File: config.mk
export PLATFORM = sky130hd
export DESIGN_NAME = bus_ctrl_top
export DESIGN_NICKNAME = d
export VERILOG_FILES = /design/src/bus_ctrl_pkg.sv /design/src/mem_req_if.sv /design/src/uart_rx_fifo.sv /design/src/bus_decoder.sv /design/src/sram_port.sv /design/src/uart_port.sv /design/src/resp_collector.sv /design/src/bus_ctrl_top.sv
export VERILOG_INCLUDE_DIRS = /design/src
export SDC_FILE = /design/constraint.sdc
export NUM_CORES = 1
export LEC_CHECK = 0
export BUFFER_PORTS_ARGS = -buffer_cell sky130_fd_sc_hd__buf_4
export CORE_MARGIN = 4
export CORE_UTILIZATION = 55
export CTS_CLUSTER_DIAMETER = 30
export CTS_CLUSTER_SIZE = 28
export DETAILED_ROUTE_END_ITERATION = 6
export GPL_ROUTABILITY_DRIVEN = 0
export PLACE_DENSITY = 0.8
export SLEW_MARGIN = 20
export SYNTH_ARGS = -nofsm -noshare
export SYNTH_HDL_FRONTEND = slang
export SYNTH_HIERARCHICAL = 1
export SYNTH_SLANG_ARGS = --single-unit
File: constraint.sdc
create_clock -name clk -period 3.81 [get_ports clk]
set_clock_uncertainty 0.15 [all_clocks]
set_input_delay 0.1905 -clock clk [delete_from_list [all_inputs] [get_ports clk]]
set_output_delay 0.1905 -clock clk [all_outputs]
set_load 0.02 [all_outputs]
File: src/bus_ctrl_consts.svh
`ifndef BUS_CTRL_CONSTS_SVH
`define BUS_CTRL_CONSTS_SVH

////////////////////
// Bus widths
`define ADDR_W 16
`define DATA_W 16
`define UART_W 8

////////////////////
// Address map

// Power of two, upper address bits pick the bank
`define NUM_BANKS 2
`define BANK_ADDR_W (`ADDR_W - $clog2(`NUM_BANKS))

// Decoded ahead of the bank select
`define UART_DATA_ADDR 16'hBF00
`define UART_STAT_ADDR 16'hBF01

////////////////////
// Timing and depths
`define SRAM_WAIT 2
`define UART_PULSE 2
`define RX_DEPTH 8

`endif

File: src/bus_ctrl_pkg.sv
`default_nettype none

package bus_ctrl_pkg;

	typedef enum logic {
		OP_READ,
		OP_WRITE
	} mem_op_e;

	typedef enum logic {
		DEC_IDLE,
		DEC_BUSY
	} dec_state_e;

	typedef enum logic [2:0] {
		SR_IDLE,
		SR_SETUP,
		SR_STROBE,
		SR_HOLD,
		SR_ACK
	} sram_state_e;

	typedef enum logic [2:0] {
		UA_IDLE,
		UA_RX_PULSE,
		UA_RX_STORE,
		UA_TX_PULSE,
		UA_TX_WAIT_TBRE,
		UA_TX_WAIT_TSRE,
		UA_REG_READ,
		UA_ACK
	} uart_state_e;

endpackage

`default_nettype wire

File: src/mem_req_if.sv
`timescale 1ns/1ps
`default_nettype none

`include "bus_ctrl_consts.svh"

// Four-phase request channel to one target
interface mem_req_if;

	logic req;
	logic ack;
	bus_ctrl_pkg::mem_op_e op;
	logic [`BANK_ADDR_W-1:0] addr;
	logic [`DATA_W-1:0] wdata;
	logic [`DATA_W-1:0] rdata;

	modport initiator (
		output req, op, addr, wdata
	);

	modport target (
		input req, op, addr, wdata,
		output ack, rdata
	);

	modport monitor (
		input ack, rdata
	);

endinterface

`default_nettype wire

File: src/uart_rx_fifo.sv
`timescale 1ns/1ps
`default_nettype none

`include "bus_ctrl_consts.svh"

module uart_rx_fifo (
	input  logic                clk,
	input  logic                rst,
	input  logic                push,
	input  logic [`UART_W-1:0]  push_data,
	input  logic                pop,
	output logic [`UART_W-1:0]  pop_data,
	output logic                empty,
	output logic                full
);

	localparam int PTR_W = $clog2(`RX_DEPTH);
	localparam logic [PTR_W:0] DEPTH = (PTR_W + 1)'(`RX_DEPTH);

	logic [`UART_W-1:0] mem [`RX_DEPTH];
	logic [PTR_W-1:0] front;
	logic [PTR_W-1:0] tail;
	logic [PTR_W:0] count;
	logic do_push;
	logic do_pop;

	assign do_push = push && !full;
	assign do_pop = pop && !empty;

	// Pointers wrap on their own since the depth is a power of two
	always_ff @(posedge clk or negedge rst) begin
		if (!rst) begin
			front <= '0;
			tail <= '0;
			count <= '0;
		end else begin
			if (do_push)
				tail <= tail + 1'b1;
			if (do_pop)
				front <= front + 1'b1;
			if (do_push && !do_pop)
				count <= count + 1'b1;
			else if (do_pop && !do_push)
				count <= count - 1'b1;
		end
	end

	always_ff @(posedge clk) begin
		if (do_push)
			mem[tail] <= push_data;
	end

	assign pop_data = mem[front];
	assign empty = (count == '0);
	assign full = (count == DEPTH);

endmodule

`default_nettype wire

File: src/bus_decoder.sv
`timescale 1ns/1ps
`default_nettype none

`include "bus_ctrl_consts.svh"

module bus_decoder (
	input  logic                clk,
	input  logic                rst,
	input  logic                host_req,
	input  logic                host_wr,
	input  logic [`ADDR_W-1:0]  host_addr,
	input  logic [`DATA_W-1:0]  host_wdata,
	mem_req_if.initiator        bank [`NUM_BANKS],
	mem_req_if.initiator        uart
);

	localparam int SEL_W = `ADDR_W - `BANK_ADDR_W;

	bus_ctrl_pkg::dec_state_e state;
	logic tgt_req;
	logic sel_uart;
	logic [SEL_W-1:0] sel_bank;
	logic start;
	logic hit_uart;

	bus_ctrl_pkg::mem_op_e lat_op;
	logic [`BANK_ADDR_W-1:0] lat_addr;
	logic [`DATA_W-1:0] lat_wdata;

	assign start = (state == bus_ctrl_pkg::DEC_IDLE) && host_req;

	// UART addresses sit inside a bank range, so they win
	assign hit_uart = (host_addr == `UART_DATA_ADDR) || (host_addr == `UART_STAT_ADDR);

	always_ff @(posedge clk or negedge rst) begin
		if (!rst) begin
			state <= bus_ctrl_pkg::DEC_IDLE;
			tgt_req <= 1'b0;
			sel_uart <= 1'b0;
			sel_bank <= '0;
		end else begin
			case (state)
				bus_ctrl_pkg::DEC_IDLE: begin
					if (host_req) begin
						sel_uart <= hit_uart;
						sel_bank <= host_addr[`ADDR_W-1 -: SEL_W];
						tgt_req <= 1'b1;
						state <= bus_ctrl_pkg::DEC_BUSY;
					end
				end
				bus_ctrl_pkg::DEC_BUSY: begin
					if (!host_req) begin
						tgt_req <= 1'b0;
						state <= bus_ctrl_pkg::DEC_IDLE;
					end
				end
				default: state <= bus_ctrl_pkg::DEC_IDLE;
			endcase
		end
	end

	always_ff @(posedge clk) begin
		if (start) begin
			lat_op <= host_wr ? bus_ctrl_pkg::OP_WRITE : bus_ctrl_pkg::OP_READ;
			lat_addr <= host_addr[`BANK_ADDR_W-1:0];
			lat_wdata <= host_wdata;
		end
	end

	for (genvar i = 0; i < `NUM_BANKS; i++) begin : g_bank
		assign bank[i].req = tgt_req && !sel_uart && (sel_bank == SEL_W'(i));
		assign bank[i].op = lat_op;
		assign bank[i].addr = lat_addr;
		assign bank[i].wdata = lat_wdata;
	end

	assign uart.req = tgt_req && sel_uart;
	assign uart.op = lat_op;
	assign uart.addr = lat_addr;
	assign uart.wdata = lat_wdata;

endmodule

`default_nettype wire

File: src/sram_port.sv
`timescale 1ns/1ps
`default_nettype none

`include "bus_ctrl_consts.svh"

module sram_port (
	input  logic                     clk,
	input  logic                     rst,
	mem_req_if.target                bus,
	output logic [`BANK_ADDR_W-1:0]  sram_addr,
	output logic [`DATA_W-1:0]       sram_dout,
	input  logic [`DATA_W-1:0]       sram_din,
	output logic                     sram_dout_en,
	output logic                     sram_en,
	output logic                     sram_oe,
	output logic                     sram_we
);

	localparam int CNT_W = $clog2(`SRAM_WAIT + 1);
	localparam logic [CNT_W-1:0] LAST = CNT_W'(`SRAM_WAIT - 1);

	bus_ctrl_pkg::sram_state_e state;
	logic [CNT_W-1:0] cnt;
	logic [`DATA_W-1:0] rd_word;
	logic active;
	logic is_write;
	logic strobe_end;

	assign is_write = (bus.op == bus_ctrl_pkg::OP_WRITE);
	assign strobe_end = (state == bus_ctrl_pkg::SR_STROBE) && (cnt == LAST);

	always_ff @(posedge clk or negedge rst) begin
		if (!rst) begin
			state <= bus_ctrl_pkg::SR_IDLE;
			cnt <= '0;
		end else begin
			case (state)
				bus_ctrl_pkg::SR_IDLE: begin
					if (bus.req)
						state <= bus_ctrl_pkg::SR_SETUP;
				end
				bus_ctrl_pkg::SR_SETUP: begin
					cnt <= '0;
					state <= bus_ctrl_pkg::SR_STROBE;
				end
				bus_ctrl_pkg::SR_STROBE: begin
					if (strobe_end)
						state <= bus_ctrl_pkg::SR_HOLD;
					else
						cnt <= cnt + 1'b1;
				end
				bus_ctrl_pkg::SR_HOLD: state <= bus_ctrl_pkg::SR_ACK;
				// Held until the decoder drops req
				bus_ctrl_pkg::SR_ACK: begin
					if (!bus.req)
						state <= bus_ctrl_pkg::SR_IDLE;
				end
				default: state <= bus_ctrl_pkg::SR_IDLE;
			endcase
		end
	end

	always_ff @(posedge clk) begin
		if (strobe_end && !is_write)
			rd_word <= sram_din;
	end

	assign active = (state == bus_ctrl_pkg::SR_SETUP) ||
		(state == bus_ctrl_pkg::SR_STROBE) ||
		(state == bus_ctrl_pkg::SR_HOLD);

	// Chip strobes, all active low
	assign sram_en = !active;
	assign sram_oe = !((state == bus_ctrl_pkg::SR_STROBE) && !is_write);
	assign sram_we = !((state == bus_ctrl_pkg::SR_STROBE) && is_write);
	assign sram_dout_en = active && is_write;

	assign sram_addr = bus.addr;
	assign sram_dout = bus.wdata;

	assign bus.ack = (state == bus_ctrl_pkg::SR_ACK);
	assign bus.rdata = rd_word;

endmodule

`default_nettype wire

File: src/uart_port.sv
`timescale 1ns/1ps
`default_nettype none

`include "bus_ctrl_consts.svh"

module uart_port (
	input  logic                clk,
	input  logic                rst,
	mem_req_if.target           bus,
	input  logic                data_ready,
	input  logic                tbre,
	input  logic                tsre,
	input  logic [`UART_W-1:0]  uart_rx_data,
	output logic                rdn,
	output logic                wrn,
	output logic [`UART_W-1:0]  uart_tx_data
);

	localparam int CNT_W = $clog2(`UART_PULSE + 1);
	localparam logic [CNT_W-1:0] LAST = CNT_W'(`UART_PULSE - 1);
	localparam logic [`ADDR_W-1:0] STAT_ADDR = `UART_STAT_ADDR;

	bus_ctrl_pkg::uart_state_e state;
	logic [CNT_W-1:0] cnt;
	logic tx_idle;
	logic [`DATA_W-1:0] rd_word;
	logic is_stat;
	logic is_write;

	logic rx_push;
	logic rx_pop;
	logic [`UART_W-1:0] rx_data;
	logic rx_empty;
	logic rx_full;

	assign is_stat = (bus.addr == STAT_ADDR[`BANK_ADDR_W-1:0]);
	assign is_write = (bus.op == bus_ctrl_pkg::OP_WRITE);

	////////////////////
	// Sequencer
	always_ff @(posedge clk or negedge rst) begin
		if (!rst) begin
			state <= bus_ctrl_pkg::UA_IDLE;
			cnt <= '0;
			tx_idle <= 1'b1;
		end else begin
			case (state)
				bus_ctrl_pkg::UA_IDLE: begin
					cnt <= '0;
					// Receive first, a full queue leaves the byte in the chip
					if (data_ready && !rx_full)
						state <= bus_ctrl_pkg::UA_RX_PULSE;
					else if (bus.req) begin
						if (!is_write)
							state <= bus_ctrl_pkg::UA_REG_READ;
						else if (is_stat)
							state <= bus_ctrl_pkg::UA_ACK;
						else begin
							tx_idle <= 1'b0;
							state <= bus_ctrl_pkg::UA_TX_PULSE;
						end
					end
				end
				bus_ctrl_pkg::UA_RX_PULSE: begin
					if (cnt == LAST)
						state <= bus_ctrl_pkg::UA_RX_STORE;
					else
						cnt <= cnt + 1'b1;
				end
				bus_ctrl_pkg::UA_RX_STORE: state <= bus_ctrl_pkg::UA_IDLE;
				bus_ctrl_pkg::UA_TX_PULSE: begin
					if (cnt == LAST)
						state <= bus_ctrl_pkg::UA_TX_WAIT_TBRE;
					else
						cnt <= cnt + 1'b1;
				end
				bus_ctrl_pkg::UA_TX_WAIT_TBRE: begin
					if (tbre)
						state <= bus_ctrl_pkg::UA_TX_WAIT_TSRE;
				end
				bus_ctrl_pkg::UA_TX_WAIT_TSRE: begin
					if (tsre) begin
						tx_idle <= 1'b1;
						state <= bus_ctrl_pkg::UA_ACK;
					end
				end
				bus_ctrl_pkg::UA_REG_READ: state <= bus_ctrl_pkg::UA_ACK;
				bus_ctrl_pkg::UA_ACK: begin
					if (!bus.req)
						state <= bus_ctrl_pkg::UA_IDLE;
				end
				default: state <= bus_ctrl_pkg::UA_IDLE;
			endcase
		end
	end

	// Read word, empty queue reads as zero
	always_ff @(posedge clk) begin
		if (state == bus_ctrl_pkg::UA_REG_READ) begin
			if (is_stat)
				rd_word <= {{(`DATA_W - 2){1'b0}}, tx_idle, !rx_empty};
			else if (rx_empty)
				rd_word <= '0;
			else
				rd_word <= {{(`DATA_W - `UART_W){1'b0}}, rx_data};
		end
	end

	assign rx_push = (state == bus_ctrl_pkg::UA_RX_STORE);
	assign rx_pop = (state == bus_ctrl_pkg::UA_REG_READ) && !is_stat;

	uart_rx_fifo u_rx_fifo (
		.clk       (clk),
		.rst       (rst),
		.push      (rx_push),
		.push_data (uart_rx_data),
		.pop       (rx_pop),
		.pop_data  (rx_data),
		.empty     (rx_empty),
		.full      (rx_full)
	);

	assign rdn = (state != bus_ctrl_pkg::UA_RX_PULSE);
	assign wrn = (state != bus_ctrl_pkg::UA_TX_PULSE);
	assign uart_tx_data = bus.wdata[`UART_W-1:0];

	assign bus.ack = (state == bus_ctrl_pkg::UA_ACK);
	assign bus.rdata = rd_word;

endmodule

`default_nettype wire

File: src/resp_collector.sv
`timescale 1ns/1ps
`default_nettype none

`include "bus_ctrl_consts.svh"

module resp_collector (
	input  logic                clk,
	input  logic                rst,
	mem_req_if.monitor          bank [`NUM_BANKS],
	mem_req_if.monitor          uart,
	output logic                host_ack,
	output logic [`DATA_W-1:0]  host_rdata
);

	logic [`NUM_BANKS-1:0] bank_ack;
	logic [`DATA_W-1:0] bank_rdata [`NUM_BANKS];
	logic any_ack;
	logic [`DATA_W-1:0] sel_rdata;

	for (genvar i = 0; i < `NUM_BANKS; i++) begin : g_bank
		assign bank_ack[i] = bank[i].ack;
		assign bank_rdata[i] = bank[i].rdata;
	end

	assign any_ack = uart.ack || (|bank_ack);

	// Only one target acks at a time
	always_comb begin
		sel_rdata = uart.rdata;
		for (int i = 0; i < `NUM_BANKS; i++) begin
			if (bank_ack[i])
				sel_rdata = bank_rdata[i];
		end
	end

	always_ff @(posedge clk or negedge rst) begin
		if (!rst)
			host_ack <= 1'b0;
		else
			host_ack <= any_ack;
	end

	always_ff @(posedge clk) begin
		if (any_ack)
			host_rdata <= sel_rdata;
	end

endmodule

`default_nettype wire

File: src/bus_ctrl_top.sv
`timescale 1ns/1ps
`default_nettype none

`include "bus_ctrl_consts.svh"

module bus_ctrl_top (
	input  logic                                    clk,
	input  logic                                    rst,
	input  logic                                    req,
	input  logic                                    wr,
	input  logic [`ADDR_W-1:0]                      addr,
	input  logic [`DATA_W-1:0]                      wdata,
	output logic                                    ack,
	output logic [`DATA_W-1:0]                      rdata,

	output logic [`NUM_BANKS-1:0][`BANK_ADDR_W-1:0] sram_addr,
	output logic [`NUM_BANKS-1:0][`DATA_W-1:0]      sram_dout,
	input  logic [`NUM_BANKS-1:0][`DATA_W-1:0]      sram_din,
	output logic [`NUM_BANKS-1:0]                   sram_dout_en,
	output logic [`NUM_BANKS-1:0]                   sram_en,
	output logic [`NUM_BANKS-1:0]                   sram_oe,
	output logic [`NUM_BANKS-1:0]                   sram_we,

	input  logic                                    data_ready,
	input  logic                                    tbre,
	input  logic                                    tsre,
	input  logic [`UART_W-1:0]                      uart_rx_data,
	output logic                                    rdn,
	output logic                                    wrn,
	output logic [`UART_W-1:0]                      uart_tx_data
);

	mem_req_if bank_if [`NUM_BANKS] ();
	mem_req_if uart_if ();

	bus_decoder u_decoder (
		.clk        (clk),
		.rst        (rst),
		.host_req   (req),
		.host_wr    (wr),
		.host_addr  (addr),
		.host_wdata (wdata),
		.bank       (bank_if),
		.uart       (uart_if)
	);

	////////////////////
	// SRAM banks
	for (genvar i = 0; i < `NUM_BANKS; i++) begin : g_sram
		sram_port u_sram (
			.clk          (clk),
			.rst          (rst),
			.bus          (bank_if[i]),
			.sram_addr    (sram_addr[i]),
			.sram_dout    (sram_dout[i]),
			.sram_din     (sram_din[i]),
			.sram_dout_en (sram_dout_en[i]),
			.sram_en      (sram_en[i]),
			.sram_oe      (sram_oe[i]),
			.sram_we      (sram_we[i])
		);
	end

	uart_port u_uart (
		.clk          (clk),
		.rst          (rst),
		.bus          (uart_if),
		.data_ready   (data_ready),
		.tbre         (tbre),
		.tsre         (tsre),
		.uart_rx_data (uart_rx_data),
		.rdn          (rdn),
		.wrn          (wrn),
		.uart_tx_data (uart_tx_data)
	);

	resp_collector u_collector (
		.clk        (clk),
		.rst        (rst),
		.bank       (bank_if),
		.uart       (uart_if),
		.host_ack   (ack),
		.host_rdata (rdata)
	);

endmodule

`default_nettype wire

==> results by stage, run 1 <==
Power and ir drop:
- The power density of the placed cells is about 600 nW/um^2.
- The total power is 6.36 mW.
- The peak supply drop is 0.408 mV.
- The leakage power figure is a little over 4 nW.

Critical path:
- Tracing the worst setup path back leads to its startpoint at u_decoder/bank[0].addr[4]$_DFFE_PP_.
- The capturing instance or port of the critical path is u_uart/u_rx_fifo/count[3]$_DFFE_PN0P_.
- The number of cells traversed by the worst register-to-register path is 10.
- STA classifies the critical path startpoint as a flop.
- The data arrival time of the worst path is 3.54 ns.
- STA classifies the critical path endpoint as a flop.
- The signal on the critical path passes through or4_4 -> nor4_4 -> nor2b_1 -> o41ai_4 -> ha_1 -> inv_1 -> ha_1 -> or4_1 -> o211ai_1 -> o211ai_1.
- Of all nets on the critical path, the largest fanout is 6.
- The maximum single-stage delay on the critical path is 0.57 ns.
- The worst register-to-register path begins at u_decoder/bank[0].addr[4]$_DFFE_PP_.
- Setup slack on the worst reg-to-reg path comes out at 0.43 ns.
- For this design, the slowest cell found on the critical path is or4_4.
- The capturing point of the worst reg2reg path is u_uart/u_rx_fifo/count[3]$_DFFE_PN0P_.
- The critical path start-end classification is reg -> reg.
- The required time of the critical path is 3.96 ns.

Route:
- Dividing the detail-routed wire length by the instance count gives 18.0 um.
- The number of antenna-violating nets in the routed design is 0.
- For this run, design rule violations remaining after detail routing come to 0.
- The sum of routed wire length over all layers is 17000 um.
- The first routing iteration left 296 violations.
- The total number of vias is between 4000 and 5000.
- Before antenna repair, the detailed router went through 5 iterations.
- The average vias per placed instance is around 5.1.

Final layout:
- In the layout the commonest cells are buf_4 (185), edfxtp_1 (152), dlygate4sd3_1 (75), dfrtp_1 (30), nand2_1 (25).
- The ratio of cells with drive above 1 in the final layout is 33.2%.
- The finished layout holds 946 standard cells, fillers aside.
- The most common library cell in the layout ignoring fill and taps is buf_4.
- The finished cells cover 10500 um^2.
- The area growth from synthesis to layout is 20.9%.
- The fill cell total of the finished layout is 1042.
- 0 antenna diodes ended up in the layout.
- After the last flow step, the layout net total stands at ~810.

Place:
- The count of buffers added on input and output ports is 175.
- The number of cells in the design after placement is 839.
- Detailed placement ended at an HPWL of 11300 um.
- Summing all placed instances gives a cell area of a little over 9000 um^2.

Clock network:
- TritonCTS built the clock tree.
- In this run the number of H-tree levels came out at 4.
- The number of sinks on the clock net is between 150 and 200.
- The number of setup buffers added after CTS is 0.
- The number of CTS-inserted buffers is 17.
- The latest clock arrival within the worst-skew pair is 0.42 ns.
- In this run the deepest clock path goes through 2 buffers.
- Clock-pin slew was measured on the worst setup and hold paths at around 0.07 ns.
- CTS placed an instance of clkbuf_16 at the clock tree root.

Floorplan:
- The number of primary I/O pins is 176.
- The core outline area is roughly 15000 um^2.
- After floorplanning, the core was divided into 45 placement rows.
- The floorplan step set the die width to 133 um.
- The starting utilization of the core area is 56.5%.
- The die covers 17800 um^2.
- The die boundary height is roughly 130 um.

STA:
- The worst slack on hold paths is 0.0137 ns.
- The maximum clock frequency is 0.296 GHz.
- Setup violations remaining at the end of the flow were counted as 0.
- The final number of max-transition violations is 0.
- Setup repair after global routing left no endpoint under its margin.
- The slew of the pin with the lowest slew margin is 0.998 ns.
- The count of final hold-check violations is 0.
- Adding up every negative setup slack in the final design gives 0 ns.
- The share of the clock period used by the worst path after layout is 88.7%.
- The relative slew slack is 33.2%.
- The time the final worst path needs with I/O delays and setup is 3.38 ns.

Global route:
- The number of antenna violations at the first check in global routing is 0.
- Global routing consumed, on the met1 layer, 22.0% of the routing resources.
- The met2 routing resource usage after global routing is 36.8%.
- The global-route wire length before repair is 27000 um.
- The global routing stage identified its most utilized layer as met2.
- In the global route stage, overall resource usage came out at roughly a fifth.
- The number of global-route vias before repair is around 5000.
- The final global-route overflow total is 0.
- In the global route stage, met3 resource usage came out at 4.83%.
- The pin count of the biggest net entering global routing is 34.

Run:
- The count of maximum capacitance violations is 0.

Min path:
- The hold path depth is 4.
- In this run the most critical hold path is launched from tsre.
- The path class of the tightest hold or removal check is in -> reg.

Status:
- The flow ran to the end, and the final reports show no timing, DRC or antenna violations.

Synth:
- Averaged over all synthesized cells, the footprint is 14.6 um^2.
- The combined area of all synthesized cells is 8650 um^2.
- Synthesis produced a netlist whose cell count is 592.
- Yosys printed 6 warnings.
[where the power goes]
| part | switching, mW | internal (mW) |
|---|---|---|
| Combinational | 0.932 | 0.938 |
| Clock | 0.768 | 0.853 |
| Sequential | 0.330 | 2.54 |
[routing by layer]
layer / part of all wire [%] / up-vias
met5: 0 / -
met3: 5.3 / 26
met1: 39 / 2387
met2: 54 / 150
met4: 1.9 / 0
li1: - / 2302
[critical path, delay by kind of cell, from the launching register on]
family,cells,cell delay [ns]
AND/OR/NAND/NOR,4,1.51
adder cells (fa/ha/maj),2,0.72
flip-flops,1,0.42
AO/OA/AOI/OAI,3,0.31
buffers and inverters,1,0.14
[state kept, by name (all words and copies together) (netlist names), 2 cells and up]
register                 flops
u_collector/host_rdata      16
u_uart/u_rx_fifo/count       4
u_uart/u_rx_fifo/mem        64
u_uart/bus.rdata             8
u_decoder/bank.wdata        16
u_uart/u_rx_fifo/tail        3
u_uart/cnt                   2
g_sram.u_sram/state          6
u_uart/state                 3
u_uart/u_rx_fifo/front       3
g_sram.u_sram/bus.rdata     32
g_sram.u_sram/cnt            4
u_decoder/bank.addr         15
[worst min path at each step]
stage	to	slack, ns
2_1_floorplan	g_sram[0].u_sram/cnt[0]$_DFFE_PN0P_	-0.26
3_3_place_gp	u_collector/host_ack$_DFF_PN0_	0.001
3_5_place_dp	u_collector/host_ack$_DFF_PN0_	0.003
4_1_cts	u_uart/tx_idle$_DFFE_PN1P_	0.002
5_1_grt	u_uart/tx_idle$_DFFE_PN1P_	0.01
6_report	u_uart/tx_idle$_DFFE_PN1P_	0.01
[timing repair]
item	CTS	global route
endpoints found under the hold margin	163	0
gates resized for setup	0	0
hold buffers	75	0
[layout make-up]
type                    instances  area (um^2)  area share [%]
clock buffers                  18          429            4.10
clock inverters                14          120            1.15
inverters                      14         52.6           0.502
multi-input cells             246         2110            20.2
flip-flops and latches        183         5340            51.1
well taps                     211          264            2.52
repair buffers                260         2140            20.5
[per-stage QoR]
step / setup WS, ns / util (%)
CTS: 0.435 / 68.3
global route: 0.229 / 68.3
detailed placement: 0.475 / 59.8
finish: 0.430 / 68.3
global placement: 0.593 / 59.8
floorplan: 0.463 / -
Note: power is estimated with default switching activity, not from simulation.
==> run 2: changes to the inputs <==
- CAP_MARGIN: default -> 20
- CORE_ASPECT_RATIO: default -> 1.1
- SLEW_MARGIN: 20 -> default
==> run 2 against run 1 <==
  * Register-to-register slack got worse by 0.02 ns
  * Sequential power barely moved
  * Core utilization grew 0.17 points
  * Combinational power about the same
  * Critical path depth stayed put
  * Fmax decreased by 0.48%
  * Design area down 0.30%
  * Sequential share of layout area grew 0.15 points
  * Via count up 0.18%
  * Sequential cell count stayed put
  * Critical path type unchanged
  * Critical endpoint unchanged
  * Largest cell class unchanged
==> results by stage, run 2 (synthesis results as in run 1) <==
Critical path:
- The data arrival time of the worst path is 3.54 ns.
- The start of the worst register-to-register path is u_decoder/bank[0].addr[4]$_DFFE_PP_.
- The critical path goes through or4_4 -> nor4_4 -> nor2b_1 -> o41ai_4 -> ha_1 -> inv_1 -> ha_1 -> or4_1 -> o211ai_1 -> o211ai_1.
- The slowest stage of the critical path belongs to the cell or4_4.
- The number of cells traversed by the worst register-to-register path is 10.
- The total buffers and inverters traversed by the critical path is 1.
- The worst-case register-to-register setup slack is 0.41 ns.
- The top fanout value on the critical path is 6.
- The capturing point of the worst reg2reg path is u_uart/u_rx_fifo/count[3]$_DFFE_PN0P_.
- The kind of launch point of the worst setup path is a flop.
- The critical path in this run is classified as reg -> reg.
- The worst setup path is captured at a flop.
- For this run, the slowest stage of the critical path takes 0.57 ns.
- At the worst endpoint, the required time is 3.95 ns.
- The kind of cell with the highest combined delay along the critical path is simple AND/OR/NAND/NOR gates.

Clock network:
- After clock tree synthesis, the clock-pin slew on the worst setup and hold paths is around 0.060 ns.
- The later pin in the worst-skew pair is clocked with a latency of about 0.42 ns.
- The library cell used as clock root buffer is clkbuf_16.
- In this run the number of H-tree levels came out at 4.
- The TritonCTS clock tree is done.
- The number of sinks on the clock net is 183.
- The clock passes through at most 2 buffers.
- Clock tree synthesis inserted a total of 17 buffers.
- In this run, post-CTS repair resized a total of 0 instances.

STA:
- The total negative slack is 0 ns.
- The final number of max-transition violations is 0.
- For the pin with the worst max-slew slack, the measured transition is 0.936 ns.
- The count of final hold-check violations is 0.
- The setup violation total in the final timing report is 0.
- The routed design could run at a clock period as short as approximately 3.4 ns.
- Timing would allow up to 0.294 GHz.
- Setup repair after global routing left no endpoint under its margin.
- Of the available clock period, the critical path in the final layout requires 89.1%.
- Measured against its own limit, the worst slew margin works out to 37.3%.

Power and ir drop:
- Per report_power, the sequential group accounts for 45.5% of the total.
- The worst-case IR drop observed on VDD is roughly 0.38 mV.
- The switching component of the power is 1.98 mW.
- Net switching is around a third of the power.
- Combinational logic burns 29.5% of the power.
- Per report_power, the clock group accounts for between 20% and 30% of the total.
- The leakage power figure is 4.04 nW.
- The cell-internal power is 4.32 mW.
- The design draws 6.30 mW.
- Power spread over the standard cell area amounts to 604 nW/um^2.

Route:
- The iteration-0 DRC count of the detailed router is 274.
- The total iterations of the first detailed-routing run is 4.
- The sum of routed wire length over all layers is between 15000 and 20000 um.
- The DRC violation count after routing is 0.
- The routed layout has 4874 vias.
- Using the TritonRoute via totals, the vias-per-cell ratio works out to roughly 5.2.
- The number of antenna-violating nets in the routed design is 0.
- In the final routed layout, each cell accounts on average for 18.1 um.

Final layout:
- The library cells used most frequently in the layout, excluding fill and tap cells, are buf_4 (185), edfxtp_1 (152), dlygate4sd3_1 (76), dfrtp_1 (30), nand2_1 (25).
- The area growth from synthesis to layout is 20.5%.
- The multi-input combinational cells in the finished layout cover a total of 2110 um^2.
- The register with the most flip-flops in the layout has 64 of them.
- The antenna diode count is 0.
- The fill cell total of the finished layout is ~1000.
- The ratio of cells with drive above 1 in the final layout is 32.9%.
- Ranked by flip-flop count, first place goes to u_uart/u_rx_fifo/mem.
- The library cell used most frequently in the layout, excluding fill and tap cells, is buf_4.
- The net total in the final layout is 812.
- Once layout is complete, the utilization of the core stands at 68.5%.
- After the flow finishes, the layout carries non-filler instances totaling slightly above 900.
- The sequential cells in the finished layout cover a total of roughly 5300 um^2.

Min path:
- The tightest min-delay check is of the in -> reg type.
- The destination of the worst hold path is u_uart/state[0]$_DFFE_PN0P_.
- The hold path depth is 4.
- The worst hold path begins at tbre.

Floorplan:
- The initial utilization of the core area, before any placement, comes to 56.8%.
- The die boundary height is 140 um.
- The total area inside the core boundary comes to around 15000 um^2.
- The floorplan has 47 rows.
- In this run the count of I/O pins placed on the die edge is 176.
- The die is 128 um wide.
- The floorplan step defined a die boundary enclosing 17800 um^2.

Global route:
- The pin count of the biggest net entering global routing is 34.
- The first global-routing pass estimated 26000 um of wire.
- The number of antenna violations at the first check in global routing is 0.
- The combined global-route utilization of all metal layers is 18.8%.
- The number of global-route vias before repair is 4991.
- The final global-route overflow total is 0.

Run:
- The tool flagged a number of max-cap violations equal to 0.

Place:
- The HPWL after detailed placement is approximately 11000 um.
- The number of cells in the design after placement is 824.
- The count of buffers added on input and output ports is ~180.

Status:
- The flow ran to the end, and the final reports show no timing, DRC or antenna violations.
## run 2: changes by cell type in the layout (fill, tap and decap cells not counted)
cell / change
clkbuf_1: +1
clkinv_8: -1
clkinv_2: -1
inv_8: -2
clkinv_4: +2
dlygate4sd3_1: +1
## run 2: layout make-up
cell class	count	share of cell area, %
clock buffers	19	4.15
clock inverters	12	0.900
inverters	14	0.504
multi-input cells	246	20.3
flip-flops and latches	183	51.2
well taps	196	2.35
repair buffers	261	20.6
## run 2: worst min-delay path: cells and delay by family
kind,cells,cell delay (ns)
buffers and inverters,1,0.08
AO/OA/AOI/OAI,2,0.15
multiplexers,1,0.13
## run 2: worst max path at each step
stage | cells past startpoint | endpoint | start | slack, ns
finish | 10 | u_uart/u_rx_fifo/count[3]$_DFFE_PN0P_ | u_decoder/bank[0].addr[4]$_DFFE_PP_ | 0.41
global route | 10 | u_uart/u_rx_fifo/count[3]$_DFFE_PN0P_ | u_decoder/bank[0].addr[4]$_DFFE_PP_ | 0.22
CTS | 10 | u_uart/u_rx_fifo/count[3]$_DFFE_PN0P_ | u_decoder/bank[0].addr[4]$_DFFE_PP_ | 0.40
detailed placement | 10 | u_uart/u_rx_fifo/count[3]$_DFFE_PN0P_ | u_decoder/bank[0].addr[4]$_DFFE_PP_ | 0.43
global placement | 10 | u_uart/u_rx_fifo/count[3]$_DFFE_PN0P_ | u_decoder/bank[0].addr[4]$_DFFE_PP_ | 0.60
floorplan | 12 | u_uart/u_rx_fifo/count[3]$_DFFE_PN0P_ | u_decoder/bank[0].addr[4]$_DFFE_PP_ | 0.46
## run 2: repair_timing
action	4_1_cts	5_1_grt
setup endpoints to repair	0	0
hold endpoints to repair	164	0
hold buffers	76	0
buffers inserted	0	0
## run 2: routing by layer
metal | track usage (%) | vias to the layer above | routed length [um]
met2 | 33.5 | 144 | 9020
met3 | 4.87 | 34 | 902
met4 | 6.65 | 0 | 453
met5 | 0 | - | 0
li1 | - | 2302 | -
met1 | 21.9 | 2394 | 6440
## run 2: power by group through the flow
stage / logic [mW] / registers, mW / clock network [mW]
detailed placement: 1.78 / 2.90 / 0
floorplan: 1.44 / 2.79 / 0
global placement: 1.70 / 2.86 / 0
global route: 2.02 / 2.91 / 1.69
finish: 1.86 / 2.87 / 1.57
CTS: 1.86 / 2.86 / 1.60
## run 2: stage by stage
step,worst slack [ns],instance area (um^2),hold WS (ns)
after floorplan,0.463,8680,-0.255
after global placement,0.602,9140,-0.00779
after detailed placement,0.426,9140,0.000378
after CTS,0.399,10400,0.0105
after global routing,0.218,10400,0.0356
final,0.413,10400,0.0242
